File: src/design/zmem_params.svh
// memory-paging core constants
// bus widths, fixed RAM pages and DRAM/ROM strobe timing
`ifndef ZMEM_PARAMS_SVH
`define ZMEM_PARAMS_SVH

// cpu side
`define ZMEM_ADDR_W 16
`define ZMEM_DATA_W 8

// external memories
`define ZMEM_DRAM_A_W 8
`define ZMEM_DRAM_D_W 16
`define ZMEM_ROM_A_W 15

// RAM page number and the pages fixed to windows 1 and 2
`define ZMEM_PAGE_W 3
`define ZMEM_WIN1_PAGE 5
`define ZMEM_WIN2_PAGE 2

// RAS low before CAS falls
`define ZMEM_RAS_CYCLES 2

// CAS low time
`define ZMEM_CAS_CYCLES 2

// ROM output enable low time
`define ZMEM_ROM_CYCLES 3

`endif

File: src/design/zmem_pkg.sv
// memory-paging core types
// cpu address word with memory and I/O views, plus access kinds
`include "zmem_params.svh"

package zmem_pkg;

	// memory view: 16K window number and offset inside it
	typedef struct packed {
		logic [1:0]              window;
		logic [`ZMEM_ADDR_W-3:0] offset;
	} mem_addr_t;

	// I/O view: port address as two bytes
	typedef struct packed {
		logic [`ZMEM_ADDR_W/2-1:0] hi;
		logic [`ZMEM_ADDR_W/2-1:0] lo;
	} io_addr_t;

	typedef union packed {
		mem_addr_t mem;
		io_addr_t  io;
	} cpu_addr_u;

	// ROM writes are accepted on the bus but go nowhere
	typedef enum logic [2:0] {
		ACC_ROM_RD = 3'd0,
		ACC_ROM_WR = 3'd1,
		ACC_RAM_RD = 3'd2,
		ACC_RAM_WR = 3'd3,
		ACC_IO_RD  = 3'd4,
		ACC_IO_WR  = 3'd5
	} access_kind_e;

endpackage

File: src/design/zbus_capture.sv
// Wishbone classic slave front end
// takes one access per strobe, passes it on and returns the ack
`timescale 1ns/1ps
`include "zmem_params.svh"

module zbus_capture (
	input  logic                    fclk,
	input  logic                    rst_n,
	input  logic [`ZMEM_ADDR_W-1:0] wb_adr,
	input  logic [`ZMEM_DATA_W-1:0] wb_dat_w,
	input  logic                    wb_we,
	input  logic                    wb_cyc,
	input  logic                    wb_stb,
	input  logic                    wb_tga_io,
	input  logic                    seq_done,
	input  logic [`ZMEM_DATA_W-1:0] seq_rdata,
	output logic                    wb_ack,
	output logic [`ZMEM_DATA_W-1:0] wb_dat_r,
	output logic                    cap_valid,
	output zmem_pkg::cpu_addr_u     cap_addr,
	output logic                    cap_we,
	output logic                    cap_io,
	output logic [`ZMEM_DATA_W-1:0] cap_dat
);

	logic busy;
	logic take;
	logic accept;

	// ack still high blocks a strobe the master has not yet dropped
	assign accept = wb_cyc && wb_stb && !busy && !wb_ack;

	always_ff @(posedge fclk or negedge rst_n)
	begin
		if (!rst_n)
		begin
			busy      <= 1'b0;
			take      <= 1'b0;
			cap_valid <= 1'b0;
			wb_ack    <= 1'b0;
		end
		else
		begin
			take      <= accept;
			cap_valid <= take;
			wb_ack    <= seq_done;
			if (accept)
				busy <= 1'b1;
			else if (seq_done)
				busy <= 1'b0;
		end
	end

	// request fields, held for the whole access
	always_ff @(posedge fclk)
	begin
		if (accept)
		begin
			cap_addr <= wb_adr;
			cap_we   <= wb_we;
			cap_io   <= wb_tga_io;
			cap_dat  <= wb_dat_w;
		end
		if (seq_done)
			wb_dat_r <= seq_rdata;
	end

	// master must keep the strobe up until it sees the ack
	a_stb_held: assert property (@(posedge fclk) disable iff (!rst_n)
		busy |-> (wb_cyc && wb_stb));

	// done from the sequencer is a pulse, so ack never stretches
	a_ack_pulse: assert property (@(posedge fclk) disable iff (!rst_n)
		wb_ack |=> !wb_ack);

endmodule

File: src/design/page_mapper.sv
// 128K paging register and address mapper
// picks ROM or a DRAM page per 16K window and splits the DRAM address
`timescale 1ns/1ps
`include "zmem_params.svh"

module page_mapper (
	input  logic                      fclk,
	input  logic                      rst_n,
	input  logic                      cap_valid,
	input  zmem_pkg::cpu_addr_u       cap_addr,
	input  logic                      cap_we,
	input  logic                      cap_io,
	input  logic [`ZMEM_DATA_W-1:0]   cap_dat,
	output logic                      map_valid,
	output zmem_pkg::access_kind_e    map_kind,
	output logic [`ZMEM_DRAM_A_W-1:0] map_dram_row,
	output logic [`ZMEM_DRAM_A_W-1:0] map_dram_col,
	output logic                      map_lane,
	output logic [`ZMEM_ROM_A_W-1:0]  map_rom_a,
	output logic [`ZMEM_DATA_W-1:0]   map_dat
);

	import zmem_pkg::*;

	localparam int PHYS_W = `ZMEM_PAGE_W + `ZMEM_ADDR_W - 2;

	logic [`ZMEM_PAGE_W-1:0] ram_page;
	logic                    rom_page;
	logic                    lock;
	logic                    port_wr;
	logic [`ZMEM_PAGE_W-1:0] page;
	logic [PHYS_W-1:0]       phys;
	access_kind_e            kind;

	// partial decode: A15 and A1 low
	assign port_wr = cap_valid && cap_io && cap_we && !lock
		&& !cap_addr.io.hi[7] && !cap_addr.io.lo[1];

	always_ff @(posedge fclk or negedge rst_n)
	begin
		if (!rst_n)
		begin
			ram_page <= '0;
			rom_page <= 1'b0;
			lock     <= 1'b0;
		end
		else if (port_wr)
		begin
			ram_page <= cap_dat[2:0];
			rom_page <= cap_dat[4];
			lock     <= cap_dat[5];
		end
	end

	always_comb
	begin
		case (cap_addr.mem.window)
			2'd1:    page = `ZMEM_PAGE_W'(`ZMEM_WIN1_PAGE);
			2'd2:    page = `ZMEM_PAGE_W'(`ZMEM_WIN2_PAGE);
			2'd3:    page = ram_page;
			default: page = '0;
		endcase
	end

	assign phys = {page, cap_addr.mem.offset};

	always_comb
	begin
		if (cap_io)
			kind = cap_we ? ACC_IO_WR : ACC_IO_RD;
		else if (cap_addr.mem.window == 2'd0)
			kind = cap_we ? ACC_ROM_WR : ACC_ROM_RD;
		else
			kind = cap_we ? ACC_RAM_WR : ACC_RAM_RD;
	end

	always_ff @(posedge fclk or negedge rst_n)
	begin
		if (!rst_n)
			map_valid <= 1'b0;
		else
			map_valid <= cap_valid;
	end

	// row/col/lane from the 17-bit physical byte address
	always_ff @(posedge fclk)
	begin
		if (cap_valid)
		begin
			map_kind     <= kind;
			map_dram_row <= phys[PHYS_W-1:`ZMEM_DRAM_A_W+1];
			map_dram_col <= phys[`ZMEM_DRAM_A_W:1];
			map_lane     <= phys[0];
			map_rom_a    <= {rom_page, cap_addr.mem.offset};
			map_dat      <= cap_dat;
		end
	end

	// once locked, the paging state holds until reset
	a_lock_holds: assert property (@(posedge fclk) disable iff (!rst_n)
		lock |=> $stable({ram_page, rom_page, lock}));

endmodule

File: src/design/dram_sequencer.sv
// DRAM and ROM strobe sequencer
// RAS then CAS per lane for RAM, an OE window for ROM, then done
`timescale 1ns/1ps
`include "zmem_params.svh"

module dram_sequencer (
	input  logic                      fclk,
	input  logic                      rst_n,
	input  logic                      map_valid,
	input  zmem_pkg::access_kind_e    map_kind,
	input  logic [`ZMEM_DRAM_A_W-1:0] map_dram_row,
	input  logic [`ZMEM_DRAM_A_W-1:0] map_dram_col,
	input  logic                      map_lane,
	input  logic [`ZMEM_ROM_A_W-1:0]  map_rom_a,
	input  logic [`ZMEM_DATA_W-1:0]   map_dat,
	input  logic [`ZMEM_DRAM_D_W-1:0] rd_rdata,
	input  logic [`ZMEM_DATA_W-1:0]   rom_d,
	output logic                      seq_done,
	output logic [`ZMEM_DATA_W-1:0]   seq_rdata,
	output logic [`ZMEM_DRAM_A_W-1:0] ra,
	output logic [`ZMEM_DRAM_D_W-1:0] rd_wdata,
	output logic                      rras_n,
	output logic                      rucas_n,
	output logic                      rlcas_n,
	output logic                      rwe_n,
	output logic [`ZMEM_ROM_A_W-1:0]  rom_a,
	output logic                      romoe_n
);

	import zmem_pkg::*;

	localparam logic [1:0] S_IDLE = 2'd0;
	localparam logic [1:0] S_RAS  = 2'd1;
	localparam logic [1:0] S_CAS  = 2'd2;
	localparam logic [1:0] S_ROM  = 2'd3;

	localparam logic [2:0] RAS_LOAD = 3'(`ZMEM_RAS_CYCLES - 1);
	localparam logic [2:0] CAS_LOAD = 3'(`ZMEM_CAS_CYCLES - 1);
	localparam logic [2:0] ROM_LOAD = 3'(`ZMEM_ROM_CYCLES - 1);

	logic [1:0]                state;
	logic [2:0]                cnt;
	logic                      start;
	logic                      cnt_end;
	logic                      lane_q;
	logic [`ZMEM_DRAM_A_W-1:0] col_q;

	assign start   = map_valid && (state == S_IDLE);
	assign cnt_end = (cnt == 3'd0);

	always_ff @(posedge fclk or negedge rst_n)
	begin
		if (!rst_n)
		begin
			state    <= S_IDLE;
			cnt      <= 3'd0;
			rras_n   <= 1'b1;
			rucas_n  <= 1'b1;
			rlcas_n  <= 1'b1;
			rwe_n    <= 1'b1;
			romoe_n  <= 1'b1;
			seq_done <= 1'b0;
		end
		else
		begin
			seq_done <= 1'b0;
			case (state)
				S_IDLE:
				begin
					if (map_valid)
					begin
						case (map_kind)
							ACC_RAM_RD, ACC_RAM_WR:
							begin
								rras_n <= 1'b0;
								// early write, WE down before CAS
								rwe_n  <= (map_kind != ACC_RAM_WR);
								cnt    <= RAS_LOAD;
								state  <= S_RAS;
							end
							ACC_ROM_RD:
							begin
								romoe_n <= 1'b0;
								cnt     <= ROM_LOAD;
								state   <= S_ROM;
							end
							// I/O and ROM writes need no strobes
							default: seq_done <= 1'b1;
						endcase
					end
				end
				S_RAS:
				begin
					if (cnt_end)
					begin
						// lane 0 is the upper byte
						rucas_n <= lane_q;
						rlcas_n <= !lane_q;
						cnt     <= CAS_LOAD;
						state   <= S_CAS;
					end
					else
						cnt <= cnt - 3'd1;
				end
				S_CAS:
				begin
					if (cnt_end)
					begin
						rras_n   <= 1'b1;
						rucas_n  <= 1'b1;
						rlcas_n  <= 1'b1;
						rwe_n    <= 1'b1;
						seq_done <= 1'b1;
						state    <= S_IDLE;
					end
					else
						cnt <= cnt - 3'd1;
				end
				default:
				begin
					if (cnt_end)
					begin
						romoe_n  <= 1'b1;
						seq_done <= 1'b1;
						state    <= S_IDLE;
					end
					else
						cnt <= cnt - 3'd1;
				end
			endcase
		end
	end

	// addresses, write data and read data
	always_ff @(posedge fclk)
	begin
		if (start)
		begin
			ra       <= map_dram_row;
			col_q    <= map_dram_col;
			lane_q   <= map_lane;
			rom_a    <= map_rom_a;
			rd_wdata <= {map_dat, map_dat};
			if (map_kind inside {ACC_IO_RD, ACC_IO_WR, ACC_ROM_WR})
				seq_rdata <= 8'hFF;
		end
		if (state == S_RAS && cnt_end)
			ra <= col_q;
		if (state == S_CAS && cnt_end)
			seq_rdata <= lane_q ? rd_rdata[7:0] : rd_rdata[15:8];
		if (state == S_ROM && cnt_end)
			seq_rdata <= rom_d;
	end

	// DRAM and ROM share no cycle
	a_no_overlap: assert property (@(posedge fclk) disable iff (!rst_n)
		rras_n || romoe_n);

	// the one-at-a-time bus keeps new work away while busy
	a_idle_on_valid: assert property (@(posedge fclk) disable iff (!rst_n)
		map_valid |-> (state == S_IDLE));

endmodule

File: src/design/zmem_top.sv
// memory-paging core top
// Wishbone capture, page mapper and DRAM/ROM sequencer in a chain
`timescale 1ns/1ps
`include "zmem_params.svh"

module zmem_top (
	input  logic                      fclk,
	input  logic                      rst_n,
	input  logic [`ZMEM_ADDR_W-1:0]   wb_adr,
	input  logic [`ZMEM_DATA_W-1:0]   wb_dat_w,
	input  logic                      wb_we,
	input  logic                      wb_cyc,
	input  logic                      wb_stb,
	input  logic                      wb_tga_io,
	output logic                      wb_ack,
	output logic [`ZMEM_DATA_W-1:0]   wb_dat_r,
	output logic [`ZMEM_DRAM_A_W-1:0] ra,
	output logic [`ZMEM_DRAM_D_W-1:0] rd_wdata,
	input  logic [`ZMEM_DRAM_D_W-1:0] rd_rdata,
	output logic                      rras_n,
	output logic                      rucas_n,
	output logic                      rlcas_n,
	output logic                      rwe_n,
	output logic [`ZMEM_ROM_A_W-1:0]  rom_a,
	input  logic [`ZMEM_DATA_W-1:0]   rom_d,
	output logic                      romoe_n
);

	import zmem_pkg::*;

	// capture to mapper
	logic                      cap_valid;
	cpu_addr_u                 cap_addr;
	logic                      cap_we;
	logic                      cap_io;
	logic [`ZMEM_DATA_W-1:0]   cap_dat;

	// mapper to sequencer
	logic                      map_valid;
	access_kind_e              map_kind;
	logic [`ZMEM_DRAM_A_W-1:0] map_dram_row;
	logic [`ZMEM_DRAM_A_W-1:0] map_dram_col;
	logic                      map_lane;
	logic [`ZMEM_ROM_A_W-1:0]  map_rom_a;
	logic [`ZMEM_DATA_W-1:0]   map_dat;

	// sequencer back to capture
	logic                      seq_done;
	logic [`ZMEM_DATA_W-1:0]   seq_rdata;

	zbus_capture zbus_capture_inst (
		.fclk      (fclk),
		.rst_n     (rst_n),
		.wb_adr    (wb_adr),
		.wb_dat_w  (wb_dat_w),
		.wb_we     (wb_we),
		.wb_cyc    (wb_cyc),
		.wb_stb    (wb_stb),
		.wb_tga_io (wb_tga_io),
		.seq_done  (seq_done),
		.seq_rdata (seq_rdata),
		.wb_ack    (wb_ack),
		.wb_dat_r  (wb_dat_r),
		.cap_valid (cap_valid),
		.cap_addr  (cap_addr),
		.cap_we    (cap_we),
		.cap_io    (cap_io),
		.cap_dat   (cap_dat)
	);

	page_mapper page_mapper_inst (
		.fclk         (fclk),
		.rst_n        (rst_n),
		.cap_valid    (cap_valid),
		.cap_addr     (cap_addr),
		.cap_we       (cap_we),
		.cap_io       (cap_io),
		.cap_dat      (cap_dat),
		.map_valid    (map_valid),
		.map_kind     (map_kind),
		.map_dram_row (map_dram_row),
		.map_dram_col (map_dram_col),
		.map_lane     (map_lane),
		.map_rom_a    (map_rom_a),
		.map_dat      (map_dat)
	);

	dram_sequencer dram_sequencer_inst (
		.fclk         (fclk),
		.rst_n        (rst_n),
		.map_valid    (map_valid),
		.map_kind     (map_kind),
		.map_dram_row (map_dram_row),
		.map_dram_col (map_dram_col),
		.map_lane     (map_lane),
		.map_rom_a    (map_rom_a),
		.map_dat      (map_dat),
		.rd_rdata     (rd_rdata),
		.rom_d        (rom_d),
		.seq_done     (seq_done),
		.seq_rdata    (seq_rdata),
		.ra           (ra),
		.rd_wdata     (rd_wdata),
		.rras_n       (rras_n),
		.rucas_n      (rucas_n),
		.rlcas_n      (rlcas_n),
		.rwe_n        (rwe_n),
		.rom_a        (rom_a),
		.romoe_n      (romoe_n)
	);

endmodule

File: config.mk
export PLATFORM = sky130hd
export DESIGN_NAME = zmem_top
export DESIGN_NICKNAME = d
export VERILOG_FILES = /design/src/design/zmem_pkg.sv /design/src/design/zbus_capture.sv /design/src/design/page_mapper.sv /design/src/design/dram_sequencer.sv /design/src/design/zmem_top.sv
export VERILOG_INCLUDE_DIRS = /design/src /design/src/design
export SDC_FILE = /design/constraint.sdc
export NUM_CORES = 1
export LEC_CHECK = 0
export ABC_AREA = 1
export BUFFER_PORTS_ARGS = -buffer_cell sky130_fd_sc_hd__buf_2
export CAP_MARGIN = 20
export CELL_PAD_IN_SITES_DETAIL_PLACEMENT = 1
export CELL_PAD_IN_SITES_GLOBAL_PLACEMENT = 1
export CORE_MARGIN = 1
export CORE_UTILIZATION = 23
export CTS_CLUSTER_DIAMETER = 30
export DETAILED_ROUTE_END_ITERATION = 10
export PLACE_DENSITY_LB_ADDON = 0.1
export SLEW_MARGIN = 20
export SYNTH_ARGS = -nofsm -noshare
export SYNTH_HDL_FRONTEND = slang
export SYNTH_SLANG_ARGS = --single-unit
File: constraint.sdc
create_clock -name fclk -period 2.4 [get_ports fclk]
set_clock_uncertainty 0.2 [all_clocks]
set_input_delay 0.24 -clock fclk [delete_from_list [all_inputs] [get_ports fclk]]
set_output_delay 0.24 -clock fclk [all_outputs]
set_load 0.01 [all_outputs]
==> impl_metrics.py, run 1 <==
metrics = {
    "global_route": {
        "grt_antenna_before_repair": 0,
        "grt_start_max_net_pins": 28,
        "grt_pass1_vias": 3096,
        "grt_first_pass_wirelength_mm": 16.5,
        "grt_overflow": 0,
        "grt_usage": 0.109,
    },
    "hold_path": {
        "holdCritStartpoint": "rd_rdata[10]",
        "min_to": "dram_sequencer_inst.seq_rdata[2]",
        "hp-class": "in2reg",
        "hold_depth": 3,
    },
    "pwr": {
        "vdd.ir_drop.worst_mv": 0.523,
        "cellPowerDensity_nw_per_um2": 738,
        "p_leak_nw": 2.58,
    },
    "worst_setup_path": {
        "crit_arrival_ns": 1.89,
        "crit_required_ns": 2.28,
        "worst_r2r_startpoint": "dram_sequencer_inst.state[1]",
        "crit_type": "reg2reg",
        "reg2reg_to": "dram_sequencer_inst.ra[2]",
        "worstSetupStartpointType": "flip-flop",
        "rr_worst_depth": 6,
        "end_kind": "flip-flop",
        "regToRegSetupSlack_ns": 0.38,
        "path_max_fanout": 10,
    },
    "floorplanning": {
        "rows": 51,
        "core_sq_um": 19700,
        "io_pins": 107,
        "die_y_microns": 145,
        "initial_utilization": 0.238,
        "dieArea_sq_um": 20900,
        "die_w_microns": 145,
    },
    "detailed_routing": {
        "antenna_left": 0,
        "wl_mm": 10.6,
        "vias_per_cell": 3.84,
        "vias": 2925,
        "drt-pass1-iter-count": 4,
        "drtIter0Drc": 135,
        "post_drt_wl_per_cell_microns": 13.9,
        "drcViolationCount": 0,
    },
    "cts": {
        "cts_root_buf": "clkbuf_16",
        "cts_setup_buffers": 0,
        "clk_pin_slew_ns": 0.06,
        "insertion_delay_ns": 0.41,
        "cts_tree": "yes",
        "cts_buffers": 17,
        "cts.path.max_buffers": 2,
        "clock_sinks": 123,
        "h-tree-depth": 4,
    },
    "timing": {
        "slew_headroom": 0.614,
        "fin_crit_ns": 2.02,
        "tightest_slew_ns": 0.579,
        "final_max_slew_viol_count": 0,
        "fin_ws_ns": 0.384,
        "fin_setup_tns_ns": 0,
        "min_period_over_period": 0.840,
        "timing_hold_violations_final": 0,
        "rsz0062_at_grt": "no",
        "fmax_ghz": 0.496,
        "finalSetupViolations": 0,
    },
    "run_status": {
        "outcome": "completed",
    },
    "finish": {
        "final_cell_mix": "buf_2 (106), edfxtp_1 (102), nand2_1 (71), dlygate4sd3_1 (37), inv_1 (30)",
        "n_antenna_cell": 0,
        "layout-drive-gt1-share": 0.352,
        "final_common_cell": "buf_2",
        "filler_cell_count": 2168,
        "area_growth_pct": 36.7,
        "finish.net_count": 544,
    },
    "job": {
        "maxCapViolCount": 0,
    },
    "synth": {
        "seq_area_frac_synth": 0.767,
        "synth_edf_count": 102,
        "async_flop_share": 0.171,
        "yosys_most_used_dff": "edfxtp_1",
        "netlist_area_sq_um": 4690,
        "postSynthCellCount": 330,
        "syn_avg_cell_area_sq_um": 14.2,
        "ys_types": 30,
        "synth_warnings": 0,
        "ys_seq_elements": 123,
        "syn_nets": 390,
    },
    "placement": {
        "dp_hpwl_mm": 7.29,
        "place_ws_ns": 0.367,
        "gp_congestion": 0.672,
        "portBuffers": 106,
    },
}
==> per-stage QoR <==
stage	instance area, sq um	total power [W]	hold WS, ns	instances	util
2_1_floorplan	4690	0.00234	-0.256	330	-
3_3_place_gp	5490	0.00240	0.0679	693	0.279
3_5_place_dp	5490	0.00240	0.0753	693	0.279
4_1_cts	6410	0.00481	0.0239	762	0.325
5_1_grt	6410	0.00491	0.0545	762	0.325
6_report	6410	0.00473	0.0382	762	0.325
==> where the power goes <==
part / internal (W) / switching (W)
Sequential: 0.00229 / 0
Clock: 0.00133 / 0.000998
Combinational: 0.0000705 / 0.0000339
==> synthesized netlist by cell type, types with 5 or more instances <==
library cell / count / area, sq um
edfxtp_1: 102 / 3060
nand2_1: 71 / 267
inv_1: 30 / 113
nor2_1: 17 / 63.8
dfrtp_1: 16 / 400
o21ai_0: 15 / 75.1
buf_4: 10 / 75.1
nand3_1: 9 / 45.0
a21oi_2: 8 / 70.1
nor3_1: 8 / 40.0
ha_1: 6 / 75.1
dfstp_2: 5 / 131
==> layer usage <==
layer,track usage,vias to the layer above,wire length (microns)
met4,0.0565,0,201
met1,0.133,1395,4800
met2,0.177,80,5150
met5,0,-,0
li1,-,1438,-
met3,0.0299,12,465
==> how the worst max path moves through the flow <==
| stage | endpoint | from | depth (start not counted) | slack [ns] |
|---|---|---|---|---|
| 2_1_floorplan | dram_sequencer_inst.seq_rdata[0] | dram_sequencer_inst.state[0] | 5 | 0.22 |
| 3_3_place_gp | dram_sequencer_inst.ra[1] | dram_sequencer_inst.cnt[0] | 6 | 0.43 |
| 3_5_place_dp | dram_sequencer_inst.ra[1] | dram_sequencer_inst.cnt[0] | 6 | 0.37 |
| 4_1_cts | dram_sequencer_inst.ra[2] | dram_sequencer_inst.state[1] | 6 | 0.36 |
| 5_1_grt | dram_sequencer_inst.ra[2] | dram_sequencer_inst.state[1] | 6 | 0.21 |
| 6_report | dram_sequencer_inst.ra[2] | dram_sequencer_inst.state[1] | 6 | 0.38 |
==> what timing repair did <==
item,in CTS,in global routing
gates resized for setup,0,0
endpoints found under the hold margin,56,0
setup endpoints to repair,0,0
hold buffers,37,0
==> cell type report <==
class	instances	area (sq um)	share of cell area
timing repair buffer	149	958	0.150
sequential	123	3590	0.561
inverter	35	131	0.0205
multi-input combinational	158	847	0.132
clock buffer	17	425	0.0664
tap	265	332	0.0518
clock inverter	15	118	0.0184
==> cell families (layout without fill, tap and decap cells) <==
logic type / count (synthesis) / count (layout) / share of synthesized area
compound gates: 30 / 30 / 0.0419
xor+xnor: 1 / 1 / 0.00187
fa+ha+maj: 6 / 6 / 0.0160
buf+inv: 49 / 216 / 0.0531
flops: 123 / 123 / 0.767
simple gates: 121 / 121 / 0.120
==> registers in the layout, summed over array words and instances, names as in the netlist, 2 cells and up <==
register,cells
zbus_capture_inst.cap_addr,16
page_mapper_inst.map_rom_a,15
dram_sequencer_inst.ra,8
dram_sequencer_inst.rd_wdata,8
dram_sequencer_inst.rom_a,8
dram_sequencer_inst.seq_rdata,8
page_mapper_inst.map_dat,8
zbus_capture_inst.cap_dat,8
zbus_capture_inst.wb_dat_r,8
dram_sequencer_inst.col_q,7
dram_sequencer_inst.cnt,3
page_mapper_inst.map_dram_row,3
page_mapper_inst.map_kind,3
page_mapper_inst.ram_page,3
dram_sequencer_inst.state,2
==> worst max-delay path: stages, from the launching register on <==
cell	delay (ns)
dfrtp_1	0.41
inv_1	0.10
ha_1	0.33
inv_2	0.10
nor2_4	0.13
inv_2	0.11
nand2_1	0.30
Note: power is estimated with default switching activity, not from simulation.
==> run 2: changes to the inputs <==
clock period = 2.1 ns   (was 2.4 ns; I/O delays follow)
==> run 2 against run 1 <==
Against the previous run: clock power rose by 25%; setup slack worse by 0.20 ns; die area stayed put; flip-flop and latch count unchanged; critical path depth unchanged; sequential power rose by 14%; count of clock-buffer cells in the layout stayed put; fmax grew 5.2%; sequential share of layout area decreased by 0.79 points; total power grew 20%; cell area is 1.4% higher; largest cell class unchanged.
==> impl_metrics.py, run 2 (synthesis gave the netlist of run 1 again) <==
metrics = {
    "global_route": {
        "grt_busiest_layer": "met2",
        "grt_use_met3": 0.0296,
        "grt_pass1_vias": 3067,
        "use_met1": 0.128,
        "use_met2": 0.179,
        "grt_first_pass_wirelength_mm": 16.1,
        "grt_overflow": 0,
        "grt_usage": 0.107,
        "grt_start_max_net_pins": 28,
        "grt_antenna_before_repair": 0,
    },
    "cts": {
        "clock_sinks": 123,
        "cts_setup_buffers": 0,
        "cts_root_buf": "clkbuf_16",
        "cts.path.max_buffers": 2,
        "cts_tree": "yes",
        "clk_pin_slew_ns": 0.06,
        "h-tree-depth": 4,
        "insertion_delay_ns": 0.41,
        "cts_buffers": 17,
    },
    "finish": {
        "n_antenna_cell": 0,
        "top_regs": "zbus_capture_inst.cap_addr: 16 flops, page_mapper_inst.map_rom_a: 15 flops",
        "area_growth_pct": 38.7,
        "regMostFlops": "zbus_capture_inst.cap_addr",
        "layout-drive-gt1-share": 0.358,
        "filler_cell_count": 2149,
        "final_cell_mix": "buf_2 (106), edfxtp_1 (102), nand2_1 (71), dlygate4sd3_1 (37), inv_1 (30)",
        "seq_area_sq_um": 3590,
        "multi_input_area_sq_um": 856,
        "largest_reg_flops": 16,
        "final_common_cell": "buf_2",
        "finish.net_count": 547,
        "final_cells": 765,
        "final_area_sq_um": 6500,
    },
    "timing": {
        "hold_slack_ns": 0.0158,
        "rsz0062_at_grt": "no",
        "timing_hold_violations_final": 0,
        "fin_crit_ns": 1.92,
        "slew_headroom": 0.622,
        "tightest_slew_ns": 0.567,
        "fmax_ghz": 0.522,
        "min_period_over_period": 0.913,
        "fin_setup_tns_ns": 0,
        "final_max_slew_viol_count": 0,
        "finalSetupViolations": 0,
        "fin_ws_ns": 0.182,
    },
    "floorplanning": {
        "dieArea_sq_um": 20900,
        "die_y_microns": 145,
        "initial_utilization": 0.238,
        "io_pins": 107,
        "die_w_microns": 145,
        "rows": 51,
        "core_sq_um": 19700,
    },
    "detailed_routing": {
        "drt-pass1-iter-count": 4,
        "vias": 2931,
        "vias_per_cell": 3.83,
        "drcViolationCount": 0,
        "post_drt_wl_per_cell_microns": 13.8,
        "drtIter0Drc": 104,
        "wl_mm": 10.6,
        "antenna_left": 0,
    },
    "worst_setup_path": {
        "slowest_delay_ns": 0.39,
        "crit_arrival_ns": 1.79,
        "end_kind": "flip-flop",
        "crit_slowest_cell": "dfrtp_1",
        "crit_type": "reg2reg",
        "crit_path_cell_trace": "inv_1, ha_1, nand2_4, nor2_4, inv_2, nand2_1",
        "worstSetupStartpointType": "flip-flop",
        "path_max_fanout": 15,
        "crit_required_ns": 1.97,
    },
    "pwr": {
        "cellPowerDensity_nw_per_um2": 870,
        "vdd.ir_drop.worst_mv": 0.507,
        "p_leak_nw": 2.63,
    },
    "placement": {
        "placed_cells": 696,
        "gp_congestion": 0.700,
        "dpl-instance-area_sq_um": 5530,
        "portBuffers": 106,
        "place_ws_ns": 0.0526,
        "dp_hpwl_mm": 7.26,
    },
    "run_status": {
        "outcome": "completed",
    },
    "hold_path": {
        "hp-class": "in2reg",
    },
    "job": {
        "maxCapViolCount": 0,
    },
}
-- run 2: path summary, 6_finish.rpt --
kind / startpoint / endpoint / slack, ns / cells after the start
max: dram_sequencer_inst.cnt[0] / dram_sequencer_inst.ra[4] / 0.18 / 6
min: rd_rdata[14] / dram_sequencer_inst.seq_rdata[6] / 0.02 / 3
max reg2reg: dram_sequencer_inst.cnt[0] / dram_sequencer_inst.ra[4] / 0.18 / 6
min reg2reg: zbus_capture_inst.take / zbus_capture_inst.cap_valid / 0.15 / 0
max in group asynchronous: rst_n / dram_sequencer_inst.rlcas_n / 1.19 / 2
min in group asynchronous: rst_n / dram_sequencer_inst.state[1] / 0.13 / 2
-- run 2: layout make-up --
class	instances	share of cell area
clock buffer	17	0.0655
clock inverter	15	0.0254
tap	265	0.0510
inverter	35	0.0202
timing repair buffer	152	0.153
sequential	123	0.553
multi-input combinational	158	0.132
-- run 2: repair_timing --
| item | CTS | global route |
|---|---|---|
| hold endpoints to repair | 56 | 0 |
| hold buffers | 37 | 0 |
| setup endpoints to repair | 0 | 8 |
| gates resized for setup | 0 | 1 |
-- run 2: layer usage --
layer  wire length, microns  up-vias  share of wire
met5                      0        -              0
met4                    166        0          0.016
met3                    458       13          0.043
met2                   5090       82           0.48
met1                   4840     1398           0.46
li1                       -     1438              -
-- run 2: through the flow --
step	utilization	power (W)
2_1_floorplan	-	0.00268
3_3_place_gp	0.280	0.00274
3_5_place_dp	0.280	0.00274
4_1_cts	0.329	0.00575
5_1_grt	0.330	0.00586
6_report	0.330	0.00565
-- run 2: worst max-delay path: cells and delay by family (launching register included) --
kind                       cells  cell delay [ns]
adders and majority gates      1             0.24
and+or+nand+nor                3             0.60
DFF                            1             0.39
buffers and inverters          2             0.14
-- run 2: report_power, final --
part	switching [W]	internal (W)	total (W)	leakage, nW
registers	0	0.00262	0.00262	1.17
logic	0.0000399	0.0000805	0.000120	1.17
clock network	0.00114	0.00177	0.00291	0.290
total	0.00118	0.00447	0.00565	2.63
==> run 3: changes to the inputs <==
HOLD_SLACK_MARGIN = 0.06   (was not set)
==> run 3 against run 2 <==
Against the previous run: count of clock-buffer cells in the layout stayed put; register-to-register slack worse by 0.02 ns; die area stayed put; largest cell class unchanged; fmax is 0.90% lower; clock power hardly changed; global-route usage is 0.050 points higher; flip-flop and latch count stayed put; routed wire length is 0.71% higher; sequential power hardly changed; critical path type unchanged.
==> impl_metrics.py, run 3 (synthesis gave the netlist of run 1 again) <==
metrics = {
    "run_status": {
        "outcome": "completed",
    },
    "cts": {
        "insertion_delay_ns": 0.41,
        "cts_tree": "yes",
        "clk_pin_slew_ns": 0.06,
        "cts_setup_buffers": 0,
        "h-tree-depth": 4,
        "cts.path.max_buffers": 2,
        "clock_sinks": 123,
        "cts_buffers": 17,
        "cts_root_buf": "clkbuf_16",
    },
    "timing": {
        "rsz0062_at_grt": "no",
        "slew_headroom": 0.623,
        "finalSetupViolations": 0,
        "final_max_slew_viol_count": 0,
        "tightest_slew_ns": 0.566,
        "fin_setup_tns_ns": 0,
        "timing_hold_violations_final": 0,
        "min_period_over_period": 0.921,
        "fin_crit_ns": 1.94,
        "fmax_ghz": 0.517,
    },
    "worst_setup_path": {
        "worstSetupStartpointType": "flip-flop",
        "crit_type": "reg2reg",
        "crit_arrival_ns": 1.80,
        "regToRegSetupSlack_ns": 0.16,
        "end_kind": "flip-flop",
        "path_max_fanout": 15,
        "crit_required_ns": 1.97,
    },
    "detailed_routing": {
        "vias": 2950,
        "wl_mm": 10.6,
        "vias_per_cell": 3.83,
        "drtIter0Drc": 103,
        "antenna_left": 0,
        "post_drt_wl_per_cell_microns": 13.8,
        "drcViolationCount": 0,
        "drt-pass1-iter-count": 4,
    },
    "placement": {
        "gp_congestion": 0.700,
        "dp_hpwl_mm": 7.26,
        "placed_cells": 696,
        "portBuffers": 106,
        "dpl-instance-area_sq_um": 5530,
    },
    "finish": {
        "layout-drive-gt1-share": 0.354,
        "regMostFlops": "zbus_capture_inst.cap_addr",
        "final_cells": 770,
        "n_antenna_cell": 0,
        "final_area_sq_um": 6550,
        "final_cell_mix": "buf_2 (106), edfxtp_1 (102), nand2_1 (71), dlygate4sd3_1 (42), inv_1 (30)",
        "largest_reg_flops": 16,
        "final_common_cell": "buf_2",
        "top_regs": "zbus_capture_inst.cap_addr: 16 flops, page_mapper_inst.map_rom_a: 15 flops",
        "finish.net_count": 552,
        "area_growth_pct": 39.7,
    },
    "floorplanning": {
        "core_sq_um": 19700,
        "die_w_microns": 145,
        "dieArea_sq_um": 20900,
        "initial_utilization": 0.238,
        "io_pins": 107,
        "die_y_microns": 145,
        "rows": 51,
    },
    "pwr": {
        "p_sw_w": 0.00118,
        "swShare": 0.209,
        "p_seq_frac": 0.463,
        "combPwrFrac": 0.023,
        "cellPowerDensity_nw_per_um2": 865,
        "p_int_w": 0.00448,
        "vdd.ir_drop.worst_mv": 0.507,
        "p_leak_nw": 2.65,
        "pwr-share-clk": 0.515,
    },
    "global_route": {
        "grt_antenna_before_repair": 0,
        "grt_start_max_net_pins": 28,
        "grt_overflow": 0,
        "grt_first_pass_wirelength_mm": 16.2,
        "grt_pass1_vias": 3082,
        "grt_usage": 0.108,
    },
    "hold_path": {
        "hp-class": "in2reg",
    },
    "job": {
        "maxCapViolCount": 0,
    },
}
-- run 3: changes by cell type in the layout (fill, tap and decap cells not counted), sizes merged --
| cell | delta |
|---|---|
| dlygate4sd3 | +5 |
-- run 3: layout make-up --
cell class	instances	area, sq um
clock buffer	17	425
clock inverter	15	165
fill	2149	13200
inverter	35	131
multi-input combinational	158	856
sequential	123	3590
tap	265	332
timing repair buffer	157	1040
-- run 3: final timing paths --
| path | cells after the start | start | endpoint |
|---|---|---|---|
| worst min-delay path | 3 | rd_rdata[15] | dram_sequencer_inst.seq_rdata[7] |
| worst min register to register | 0 | zbus_capture_inst.take | zbus_capture_inst.cap_valid |
| worst max-delay path | 6 | dram_sequencer_inst.cnt[0] | dram_sequencer_inst.ra[4] |
| min in group asynchronous | 2 | rst_n | dram_sequencer_inst.state[1] |
| worst max register to register | 6 | dram_sequencer_inst.cnt[0] | dram_sequencer_inst.ra[4] |
| max in group asynchronous | 2 | rst_n | dram_sequencer_inst.rlcas_n |
-- run 3: worst max-delay path: stages (launching register included) --
cell	delay (ns)
dfrtp_1	0.39
inv_1	0.10
ha_1	0.24
nand2_4	0.18
nor2_4	0.14
inv_2	0.04
nand2_1	0.30
-- run 3: power groups by stage --
stage               sequential (W)  clock (W)  combinational, W
floorplan                  0.00267          0        0.00000763
global placement           0.00267          0         0.0000693
detailed placement         0.00267          0         0.0000717
CTS                        0.00262    0.00301          0.000132
global route               0.00262    0.00311          0.000143
finish                     0.00262    0.00291          0.000128
-- run 3: routing by layer --
layer,wire [microns],share of wire,vias up,global-route usage
met5,0,0,-,0
met4,166,0.016,0,0.0482
met3,451,0.042,13,0.0293
met2,5150,0.48,82,0.181
met1,4860,0.46,1407,0.129
li1,-,-,1448,-
-- run 3: through the flow --
| stage | setup WS [ns] | total power, W | hold WS (ns) | utilization |
|---|---|---|---|---|
| final | 0.165 | 0.00566 | 0.0595 | 0.332 |
| after global routing | 0.0177 | 0.00587 | 0.0836 | 0.332 |
| after CTS | 0.0385 | 0.00576 | 0.0614 | 0.332 |
| after detailed placement | 0.0526 | 0.00274 | 0.0569 | 0.280 |
| after global placement | 0.108 | 0.00274 | 0.0449 | 0.280 |
| after floorplan | 0.148 | 0.00268 | -0.286 | - |
-- run 3: repair_timing --
action	CTS	global route
resized for setup	0	1
hold buffers	42	0
hold endpoints to repair	56	0
endpoints found under the setup margin	0	8
